[src/rtl/lock_pkg.sv]
package lock_pkg;

    typedef enum logic [1:0] {
        ST_ENTRY   = 2'd0,
        ST_SET     = 2'd1,
        ST_OPEN    = 2'd2,
        ST_LOCKOUT = 2'd3
    } lock_state_e;

    typedef enum logic [1:0] {
        TONE_CLICK   = 2'd0,
        TONE_SUCCESS = 2'd1,
        TONE_FAIL    = 2'd2
    } tone_e;

    typedef struct packed {
        logic  valid; // one-cycle pulse
        tone_e tone;
    } tone_req_t;

    // digit[2] is the oldest entered digit
    typedef struct packed {
        logic [2:0][3:0] digit;
        logic [1:0]      count;
        lock_state_e     mode;
    } display_t;

endpackage

[src/rtl/keypad_pkg.sv]
package keypad_pkg;

    // enum value equals the one-hot bit position of the key
    typedef enum logic [3:0] {
        KEY_0     = 4'd0,
        KEY_1     = 4'd1,
        KEY_2     = 4'd2,
        KEY_3     = 4'd3,
        KEY_4     = 4'd4,
        KEY_5     = 4'd5,
        KEY_6     = 4'd6,
        KEY_7     = 4'd7,
        KEY_8     = 4'd8,
        KEY_9     = 4'd9,
        KEY_ENTER = 4'd10,
        KEY_BACK  = 4'd11,
        KEY_CLEAR = 4'd12,
        KEY_SET   = 4'd13
    } key_e;

    localparam int unsigned NUM_KEYS = 14; // bits 14 and 15 unused

    typedef struct packed {
        logic valid; // one-cycle pulse per press
        key_e key;
    } key_event_t;

endpackage
[src/rtl/lock_top.sv]
`timescale 1ns/10ps

module lock_top #(
    parameter int unsigned TICK_DIV     = 50_000_000,
    parameter int unsigned LOCKOUT_SECS = 30,
    parameter int unsigned MAX_TRIES    = 3,
    parameter logic [11:0] DEFAULT_CODE = 12'h246,
    parameter int unsigned TONE_HALF    = 25_000,
    parameter int unsigned BEEP_LEN     = 10_000_000
) (
    input  logic               clk,
    input  logic               reset,
    input  logic [15:0]        onehot,
    output lock_pkg::display_t display,
    output logic [3:0]         tries,
    output logic               unlocked,
    output logic               buzzer
);

    keypad_pkg::key_event_t key_event;
    lock_pkg::tone_req_t    tone_req;
    logic                   lockout_start;
    logic [7:0]             secs_left;
    logic                   tick;
    logic                   done;

    keypad_decoder keypad_decoder_inst (
        .clk       (clk),
        .reset     (reset),
        .onehot    (onehot),
        .key_event (key_event)
    );

    code_entry #(
        .MAX_TRIES    (MAX_TRIES),
        .DEFAULT_CODE (DEFAULT_CODE)
    ) code_entry_inst (
        .clk           (clk),
        .reset         (reset),
        .key_event     (key_event),
        .secs_left     (secs_left),
        .tick          (tick),
        .done          (done),
        .display       (display),
        .tries         (tries),
        .unlocked      (unlocked),
        .lockout_start (lockout_start),
        .tone_req      (tone_req)
    );

    lockout_timer #(
        .TICK_DIV     (TICK_DIV),
        .LOCKOUT_SECS (LOCKOUT_SECS)
    ) lockout_timer_inst (
        .clk       (clk),
        .reset     (reset),
        .start     (lockout_start),
        .secs_left (secs_left),
        .tick      (tick),
        .done      (done)
    );

    buzzer_tone #(
        .TONE_HALF (TONE_HALF),
        .BEEP_LEN  (BEEP_LEN)
    ) buzzer_tone_inst (
        .clk      (clk),
        .reset    (reset),
        .tone_req (tone_req),
        .buzzer   (buzzer)
    );

endmodule

[src/rtl/buzzer_tone.sv]
`timescale 1ns/10ps

module buzzer_tone #(
    parameter int unsigned TONE_HALF = 25_000,
    parameter int unsigned BEEP_LEN  = 10_000_000
) (
    input  logic                clk,
    input  logic                reset,
    input  lock_pkg::tone_req_t tone_req,
    output logic                buzzer
);

    localparam int unsigned LW = $clog2(3 * BEEP_LEN + 1);
    localparam int unsigned HW = $clog2(2 * TONE_HALF + 1);

    lock_pkg::tone_e pattern_q;
    logic            active_q;
    logic            phase_q;   // square wave level
    logic [LW-1:0]   len_q;
    logic [HW-1:0]   half_q;
    logic [LW-1:0]   len_end;
    logic [HW-1:0]   half_end;
    logic            silent;

    always_comb begin
        case (pattern_q)
            lock_pkg::TONE_SUCCESS: begin
                half_end = HW'(TONE_HALF / 2); // higher pitch
                len_end  = LW'(3 * BEEP_LEN);
            end
            lock_pkg::TONE_FAIL: begin
                half_end = HW'(2 * TONE_HALF); // lower pitch
                len_end  = LW'(3 * BEEP_LEN);
            end
            default: begin
                half_end = HW'(TONE_HALF);
                len_end  = LW'(BEEP_LEN);
            end
        endcase
    end

    // middle unit of the fail pattern is quiet
    assign silent = (pattern_q == lock_pkg::TONE_FAIL) && (len_q >= LW'(BEEP_LEN))
                    && (len_q < LW'(2 * BEEP_LEN));
    assign buzzer = active_q && phase_q && !silent;

    always_ff @(posedge clk) begin
        if (reset) begin
            pattern_q <= lock_pkg::TONE_CLICK;
            active_q  <= 1'b0;
            phase_q   <= 1'b0;
            len_q     <= '0;
            half_q    <= '0;
        end else if (tone_req.valid) begin
            pattern_q <= tone_req.tone; // restart with new pattern
            active_q  <= 1'b1;
            phase_q   <= 1'b1;
            len_q     <= '0;
            half_q    <= '0;
        end else if (active_q) begin
            len_q  <= len_q + LW'(1);
            half_q <= half_q + HW'(1);
            if (half_q == half_end - HW'(1)) begin
                half_q  <= '0;
                phase_q <= !phase_q;
            end
            if (len_q == len_end - LW'(1)) begin
                active_q <= 1'b0;
                phase_q  <= 1'b0;
            end
        end
    end

endmodule

[src/rtl/lockout_timer.sv]
`timescale 1ns/10ps

module lockout_timer #(
    parameter int unsigned TICK_DIV     = 50_000_000,
    parameter int unsigned LOCKOUT_SECS = 30
) (
    input  logic       clk,
    input  logic       reset,
    input  logic       start,
    output logic [7:0] secs_left, // two BCD digits
    output logic       tick,
    output logic       done
);

    localparam int unsigned DW = (TICK_DIV > 1) ? $clog2(TICK_DIV) : 1;
    localparam logic [7:0] SECS_BCD = {4'(LOCKOUT_SECS / 10), 4'(LOCKOUT_SECS % 10)};

    logic [DW-1:0] div_q;

    always_ff @(posedge clk) begin
        if (reset) begin
            div_q     <= '0;
            secs_left <= '0;
            tick      <= 1'b0;
            done      <= 1'b0;
        end else begin
            tick <= 1'b0;
            done <= 1'b0;
            if (start) begin
                secs_left <= SECS_BCD;
                div_q     <= '0;
            end else if (secs_left != 8'h00) begin
                if (div_q == DW'(TICK_DIV - 1)) begin
                    div_q <= '0;
                    tick  <= 1'b1;
                    if (secs_left[3:0] == 4'h0) begin
                        secs_left <= {secs_left[7:4] - 4'h1, 4'h9}; // decimal borrow
                    end else begin
                        secs_left[3:0] <= secs_left[3:0] - 4'h1;
                    end
                    done <= (secs_left == 8'h01); // last second
                end else begin
                    div_q <= div_q + DW'(1);
                end
            end
        end
    end

endmodule

[src/rtl/code_entry.sv]
`timescale 1ns/10ps

module code_entry #(
    parameter int unsigned MAX_TRIES    = 3,
    parameter logic [11:0] DEFAULT_CODE = 12'h246
) (
    input  logic                   clk,
    input  logic                   reset,
    input  keypad_pkg::key_event_t key_event,
    input  logic [7:0]             secs_left,
    input  logic                   tick,
    input  logic                   done,
    output lock_pkg::display_t     display,
    output logic [3:0]             tries,
    output logic                   unlocked,
    output logic                   lockout_start,
    output lock_pkg::tone_req_t    tone_req
);

    lock_pkg::lock_state_e state_q;
    logic [2:0][3:0]       buf_q;    // entered digits, [0] newest
    logic [1:0]            count_q;
    logic [11:0]           code_q;   // stored combination
    logic                  is_digit;
    logic                  can_type;

    assign is_digit = key_event.key <= keypad_pkg::KEY_9;
    assign can_type = (state_q == lock_pkg::ST_ENTRY) || (state_q == lock_pkg::ST_SET);

    always_comb begin
        display.mode  = state_q;
        display.count = count_q;
        if (state_q == lock_pkg::ST_LOCKOUT) begin
            display.digit = {4'h0, secs_left}; // seconds remaining
        end else begin
            display.digit = buf_q;
        end
    end

    always_ff @(posedge clk) begin
        if (reset) begin
            state_q       <= lock_pkg::ST_ENTRY;
            buf_q         <= '0;
            count_q       <= '0;
            code_q        <= DEFAULT_CODE;
            tries         <= '0;
            unlocked      <= 1'b0;
            lockout_start <= 1'b0;
            tone_req      <= '0;
        end else begin
            lockout_start  <= 1'b0;
            tone_req.valid <= 1'b0;
            if (state_q == lock_pkg::ST_LOCKOUT) begin
                if (tick) begin
                    tone_req <= '{valid: 1'b1, tone: lock_pkg::TONE_CLICK};
                end
                if (done) begin
                    state_q <= lock_pkg::ST_ENTRY;
                end
            end else if (key_event.valid) begin
                if (is_digit && can_type) begin
                    if (count_q < 2'd3) begin
                        buf_q   <= {buf_q[1:0], 4'(key_event.key)};
                        count_q <= count_q + 2'd1;
                    end
                    tone_req <= '{valid: 1'b1, tone: lock_pkg::TONE_CLICK};
                end else if (key_event.key == keypad_pkg::KEY_BACK && can_type) begin
                    buf_q <= {4'h0, buf_q[2:1]}; // drop newest digit
                    if (count_q != 2'd0) begin
                        count_q <= count_q - 2'd1;
                    end
                    tone_req <= '{valid: 1'b1, tone: lock_pkg::TONE_CLICK};
                end else if (key_event.key == keypad_pkg::KEY_ENTER && can_type
                             && count_q == 2'd3) begin
                    buf_q   <= '0;
                    count_q <= '0;
                    if (state_q == lock_pkg::ST_SET) begin
                        code_q   <= buf_q; // new combination
                        state_q  <= lock_pkg::ST_OPEN;
                        tone_req <= '{valid: 1'b1, tone: lock_pkg::TONE_SUCCESS};
                    end else if (buf_q == code_q) begin
                        state_q  <= lock_pkg::ST_OPEN;
                        tries    <= '0;
                        unlocked <= 1'b1;
                        tone_req <= '{valid: 1'b1, tone: lock_pkg::TONE_SUCCESS};
                    end else begin
                        tone_req <= '{valid: 1'b1, tone: lock_pkg::TONE_FAIL};
                        if (tries + 4'd1 == 4'(MAX_TRIES)) begin
                            state_q       <= lock_pkg::ST_LOCKOUT;
                            lockout_start <= 1'b1;
                            tries         <= '0;
                        end else begin
                            tries <= tries + 4'd1;
                        end
                    end
                end else if (key_event.key == keypad_pkg::KEY_CLEAR) begin
                    buf_q    <= '0;
                    count_q  <= '0;
                    tone_req <= '{valid: 1'b1, tone: lock_pkg::TONE_CLICK};
                    case (state_q)
                        lock_pkg::ST_ENTRY: tries <= '0;
                        lock_pkg::ST_OPEN: begin
                            state_q  <= lock_pkg::ST_ENTRY; // relock
                            unlocked <= 1'b0;
                        end
                        default: state_q <= lock_pkg::ST_OPEN; // abandon new code
                    endcase
                end else if (key_event.key == keypad_pkg::KEY_SET
                             && state_q == lock_pkg::ST_OPEN) begin
                    state_q  <= lock_pkg::ST_SET;
                    buf_q    <= '0;
                    count_q  <= '0;
                    tone_req <= '{valid: 1'b1, tone: lock_pkg::TONE_CLICK};
                end
            end
        end
    end

endmodule

[src/rtl/keypad_decoder.sv]
`timescale 1ns/10ps

module keypad_decoder (
    input  logic                    clk,
    input  logic                    reset,
    input  logic [15:0]             onehot,
    output keypad_pkg::key_event_t  key_event
);

    logic [15:0]      sync_q;  // registered keypad levels
    logic [15:0]      prev_q;  // value seen one cycle earlier
    logic             key_ok;
    keypad_pkg::key_e key_code;

    // exactly one bit among the used keys
    assign key_ok = $onehot(sync_q) && (sync_q[15:14] == 2'b00);

    always_comb begin
        key_code = keypad_pkg::KEY_0;
        for (int i = 0; i < keypad_pkg::NUM_KEYS; i++) begin
            if (sync_q[i]) begin
                key_code = keypad_pkg::key_e'(i); // bit index is the key
            end
        end
    end

    always_ff @(posedge clk) begin
        if (reset) begin
            sync_q    <= '0;
            prev_q    <= '0;
            key_event <= '0;
        end else begin
            sync_q          <= onehot;
            prev_q          <= sync_q;
            key_event.valid <= key_ok && (sync_q != prev_q); // held key fires once
            key_event.key   <= key_code;
        end
    end

endmodule

[config.mk]
export PLATFORM = sky130hd
export DESIGN_NAME = lock_top
export DESIGN_NICKNAME = d
export VERILOG_FILES = /design/src/rtl/lock_pkg.sv /design/src/rtl/keypad_pkg.sv /design/src/rtl/lock_top.sv /design/src/rtl/buzzer_tone.sv /design/src/rtl/lockout_timer.sv /design/src/rtl/code_entry.sv /design/src/rtl/keypad_decoder.sv
export SDC_FILE = /design/constraint.sdc
export NUM_CORES = 1
export LEC_CHECK = 0
export ABC_AREA = 0
export BUFFER_PORTS_ARGS = -buffer_cell sky130_fd_sc_hd__buf_2
export CAP_MARGIN = 25
export CORE_MARGIN = 10
export CORE_UTILIZATION = 56
export CTS_CLUSTER_DIAMETER = 200
export CTS_CLUSTER_SIZE = 24
export DETAILED_ROUTE_END_ITERATION = 10
export PLACE_DENSITY = 0.77
export SETUP_SLACK_MARGIN = 0.15
export SLEW_MARGIN = 40
export SYNTH_ARGS = -nofsm -noshare
export SYNTH_HDL_FRONTEND = slang
export SYNTH_SLANG_ARGS = --single-unit
[constraint.sdc]
create_clock -name clk -period 3.55 [get_ports clk]
set_clock_uncertainty 0.05 [all_clocks]
set_input_delay 0.71 -clock clk [delete_from_list [all_inputs] [get_ports clk]]
set_output_delay 0.71 -clock clk [all_outputs]
set_load 0.02 [all_outputs]
After elaboration in Yosys (flattened, before gate mapping)
Index checks and enable logic that the tools add are counted.
{ "word_totals": {"input_bits": 18, "elab_cells": 218, "ff_bits": 155, "output_inout_bits": 22} }
{ "classes": {"muxes": 78, "eq_ne": 28, "n_reduce_logical": 49, "n_bitwise": 7, "order_cmp": 4, "addsub": 25} }
{ "ops": {"columns": ["operator", "n"], "rows": [
  ["$mux W12", 7],
  ["$mux W4", 13],
  ["$mux W2", 22],
  ["$mux W3", 13],
  ["$add A5 B5 Y5", 7],
  ["$pmux W16 S2", 1],
  ["$add A26 B1 Y26 const B", 1],
  ["$eq A26 B26 Y1 const B", 1],
  ["$mux W26", 1],
  ["$add A25 B1 Y25 const B", 1],
  ["$eq A25 B25 Y1", 1],
  ["$ge A25 B24 Y1 const B", 1],
  ["$lt A25 B25 Y1 const B", 1],
  ["$mux W25", 1],
  ["$sub A25 B1 Y25 const B", 1],
  ["$mux W6", 3],
  ["$reduce_bool A2 Y1", 9],
  ["$add A1 B1 Y2", 8],
  ["$add A16 B1 Y16 const B", 1],
  ["$eq A16 B16 Y1", 1],
  ["$eq A4 B4 Y1 const B", 4],
  ["$mux W16", 1],
  ["$ne A16 B16 Y1", 1],
  ["$sub A16 B1 Y16 const B", 1],
  ["other kinds (41)", 90]
]} }

Depth between registers and ports, before layout
{ "depth": {"ltp_word": 13, "depth_mapped": 16, "depth_no_buf": 16} }

Modules after synthesis
From an unflattened synthesis, not the netlist that was laid out.
{ "unflattened": {"hier_cells": 877, "hier_area_um2": 7877.6} }
{ "modules_own_cells": {"columns": ["mod", "cells_per_inst", "area_each_um2", "seq_area_each_um2", "instances"], "rows": [
  ["buzzer_tone", 280, 2382.3, 900.9, 1],
  ["code_entry", 245, 2185.8, 740.7, 1],
  ["lockout_timer", 197, 1692.9, 720.7, 1],
  ["keypad_decoder", 155, 1616.6, 740.7, 1]
]} }

Worst setup path before layout
OpenSTA, ideal clock, no wires.
{ "synth_path": {"path_type": "reg-to-reg", "startpoint": "register keypad_decoder_inst.sync_q[14]", "endpoint": "register, netlist name keypad_decoder_inst.key_event[4]", "period_less_slack_ns": 3.939, "n_path_buf": 0, "required_ns": 3.436, "stages_incl_launch_ff": 14, "setup_slack_ns": -0.389, "t_arrival_ns": 3.824, "setup_ns": 0.064, "path_cell_list": "dfxtp_1 inv_1 ha_1 inv_1 fa_1 fa_1 fa_1 inv_1 fa_1 ha_1 fa_1 nor4b_1 nand4_1 nor2_1"} }
{ "synth_between": {"elab_chain_cells": 7, "word_cells_on_any_way": 9, "classes_between": "add/sub (4); eq/ne (2); reduce/logical (3)"} }
{ "synth_lines": {"columns": ["element", "line", "source"], "rows": [
  ["from (decl)", "keypad_decoder.sv:10", "logic [15:0] sync_q;"],
  ["from (signal assigned)", "keypad_decoder.sv:33", "sync_q <= onehot;"],
  ["$add A1 B1 Y2 (implied by the code)", "keypad_decoder.sv:16", "assign key_ok = $onehot(sync_q) && (sync_q[15:14] == 2'b00);"],
  ["$add A5 B5 Y5 (implied by the code) (3 in series)", "keypad_decoder.sv:16", null],
  ["$eq A5 B1 Y1", "keypad_decoder.sv:16", null],
  ["$logic_and A1 B1 Y1", "keypad_decoder.sv:16", null],
  ["$logic_and A1 B1 Y1 (*)", "keypad_decoder.sv:35", "key_event.valid <= key_ok && (sync_q != prev_q);"]
]} }
Every way passes the cells marked *; elsewhere a longest branch is shown, timed or not.
A chain may end at the register's enable or synchronous reset.

Worst setup path after layout
{ "layout_path": {"startpoint": "register keypad_decoder_inst.sync_q[2]", "endpoint": "register, netlist name keypad_decoder_inst.key_event[4]"} }
{ "layout_between": {"elab_chain_cells": 7, "word_cells_on_any_way": 8, "classes_between": "add/sub (4); eq/ne (2); reduce/logical (2)"} }
{ "layout_lines": {"columns": ["element", "line"], "rows": [
  ["$add A1 B1 Y2 (implied by the code)", "keypad_decoder.sv:16"],
  ["$add A5 B5 Y5 (implied by the code) (3 in series)", "keypad_decoder.sv:16"],
  ["$eq A5 B1 Y1", "keypad_decoder.sv:16"],
  ["$logic_and A1 B1 Y1", "keypad_decoder.sv:16"],
  ["$logic_and A1 B1 Y1 (*)", "keypad_decoder.sv:35"]
]} }
Marked as above.

==> impl_metrics.toml <==
[drt]
ant_nets = 0
routed_wl_mm = 17.1
post-route-drc-count = 0
firstDrtPassIters = 6
vias_per_cell = 5.63
drtIter0Drc = 340
route.detailed.wl_per_inst_um = 15.1
vias = 6365

[sta]
fin_crit_ns = 3.88
drv_slew = 0
finalWorstSetupSlack_ns = -0.334
slew_headroom = 0.454
hold_viol_final = 0
rsz0062_at_grt = "yes"
fmax_mhz = 257
setup_viol = 1
finalCritPeriodShare = 1.09
tightestPinTransition_ns = 0.818

[logic_synthesis]
synth_seq_cells = 155
syn_nets = 953
syn-cell-area_sq_um = 7840
synth_cells = 893
synth_flop_cell = "dfxtp_1"
synth-edff-count = 0
avgSynthCellArea_sq_um = 8.78
synthDistinctLibCells = 69
synthArstFlopShare = 0
yosysWarnings = 0
yosysSeqAreaShare = 0.396

[final_layout]
area_growth_pct = 14.6
fillers = 1150
finalNonFillerCells = 1130
final_common_cell = "dfxtp_1"
nets = 997
n_antenna_cell = 0
layout_common_cells = "143 x dfxtp_1, 113 x nor2_1, 58 x xnor2_1"
drive_gt1_frac = 0.168
design_area_sq_um = 8990

[worst_hold_path]
hp-start = "code_entry_inst.unlocked"
hp-class = "flip-flop to flip-flop"

[clock_tree]
worstSkewPairLatency_ns = 0.44
cts.htree.levels = 4
cts.sinks = 155
cts_hold_buffers = 0
cts_buffers = 17
clk_pin_slew_ns = 0.06
cts_buffer_depth = 2
cts_tree = "yes"
root_buffer = "clkbuf_16"

[grt]
grt.overflow.total = 0
met3_usage = 0.0449
top_usage_layer = "met2"
antenna_found_initial = 0
grtUsageMet1 = 0.226
grt_max_degree = 70
grt_usage = 0.180
grt_pass1_wl_mm = 29.7
first_global_vias = 6228
met2_usage = 0.296

[place]
portBuffers = 39
hpwlAfterDp_mm = 11.5
dpl.cell_count = 1094
place_congestion = 0.805
placed_area_sq_um = 8330

[worst_setup_path]
cp_num_buf_inv = 5
cpMaxStageDelayCell = "fa_1"
crit_arrival_ns = 4.20
worst-setup-path-type = "flip-flop to flip-flop"
critPathLaunchType = "flip-flop"
cp_max_fo = 3
startpoint = "keypad_decoder_inst.sync_q[2]"
path_cells = "inv_4 > ha_4 > inv_2 > fa_1 > inv_1 > fa_2 > inv_2 > fa_1 > inv_2 > fa_1 > ha_2 > fa_1 > nor4b_2 > nand4_1 > nor2_1"
crit_top_cell = "fa_1"
r2r_start = "keypad_decoder_inst.sync_q[2]"
end_kind = "flip-flop"
crit_required_ns = 3.87
cpPeakStageDelay_ns = 0.53
cp_top_family = "adder cells"

[power]
peakVddDrop_v = 0.000418
power_density_nw_per_um2 = 477
fin_total_pwr_w = 0.00429
power.leakage_nw = 3.41

[flow_run]
maxCapViolations = 0

[floorplanning]
core-area_sq_um = 13800
die_x_um = 138
dieArea_sq_um = 19100
io_pins = 40
die-height_um = 138
start_util = 0.567
rows = 43

[run_status]
status = "finished with violations"
violations = "setup timing"
## worst min-delay path: cells and delay by family, from the launching register on
kind	cells	cell delay, ns
buffers and inverters	1	0.05
AOI/OAI and AO/OA	1	0.05
DFF	1	0.33
## layer usage
| metal | up-vias | share of wire | wire length [um] |
|---|---|---|---|
| met1 | 3039 | 0.46 | 7820 |
| li1 | 3190 | - | - |
| met4 | 0 | 0.015 | 250 |
| met2 | 115 | 0.49 | 8320 |
| met3 | 21 | 0.042 | 726 |
| met5 | - | 0 | 0 |
## cell usage after synthesis (24+ instances only)
master,count,area share
dfxtp_1,155,0.40
clkbuf_1,31,0.015
nor2b_1,27,0.022
nand3_1,33,0.021
xor2_1,29,0.032
ha_1,31,0.049
xnor2_1,58,0.065
nor4_1,24,0.019
nor2_1,113,0.054
inv_1,65,0.031
nand2_1,51,0.024
a21oi_1,36,0.023
## final timing paths
check | slack (ns) | to | cells past startpoint
setup / recovery | -0.33 | keypad_decoder_inst.key_event[4] | 15
hold / removal | 0.42 | code_entry_inst.unlocked | 2
setup reg to reg | -0.33 | keypad_decoder_inst.key_event[4] | 15
hold reg to reg | 0.42 | code_entry_inst.unlocked | 2
## registers in the layout, summed over array words and instances, names as in the netlist, 3 cells and up
name,flops
buzzer_tone_inst.len_q,25
lockout_timer_inst.div_q,26
keypad_decoder_inst.prev_q,16
code_entry_inst.tone_req,3
keypad_decoder_inst.key_event,5
code_entry_inst.tries,4
lockout_timer_inst.secs_left,8
buzzer_tone_inst.half_q,16
code_entry_inst.buf_q,12
code_entry_inst.code_q,12
keypad_decoder_inst.sync_q,16
## cells by family (layout without fill, tap and decap cells)
family          after synthesis  count (layout)  share of synthesized area
mux                          24              24                     0.0316
flops                       155             155                      0.396
fa+ha+maj                    42              42                     0.0775
compound gates              121             121                      0.103
xor+xnor                     87              87                     0.0971
buf+inv                     105             162                     0.0525
simple gates                359             359                      0.242
## per-stage QoR
step | setup WS (ns) | util | setup TNS (ns) | hold slack (ns)
5_1_grt | -0.481 | 0.650 | -0.481 | 0.443
3_3_place_gp | -0.243 | 0.602 | -0.243 | 0.395
6_report | -0.334 | 0.650 | -0.334 | 0.422
2_1_floorplan | -0.164 | - | -0.164 | 0.386
3_5_place_dp | -0.337 | 0.602 | -0.337 | 0.412
4_1_cts | -0.360 | 0.650 | -0.360 | 0.426
## area by class of cell
class                      instances  area, sq um  area share
tap                              180          225      0.0250
inverter                          66          253      0.0281
sequential                       155         3130       0.348
clock inverter                    13          143      0.0159
clock buffer                      19          453      0.0504
timing repair buffer              64          383      0.0426
multi-input combinational        633         4410       0.490
## report_power, final
| part | total [W] | switching, W | internal [W] |
|---|---|---|---|
| combinational | 0.000577 | 0.000322 | 0.000255 |
| sequential | 0.00188 | 0.0000847 | 0.00180 |
| clock | 0.00183 | 0.000752 | 0.00107 |
| total | 0.00429 | 0.00116 | 0.00313 |
## timing repair
item	4_1_cts	5_1_grt
pin swaps	12	1
buffers inserted	4	0
endpoints found under the setup margin	1	1
resized for setup	13	4
Power figures use the tool's default switching activity.
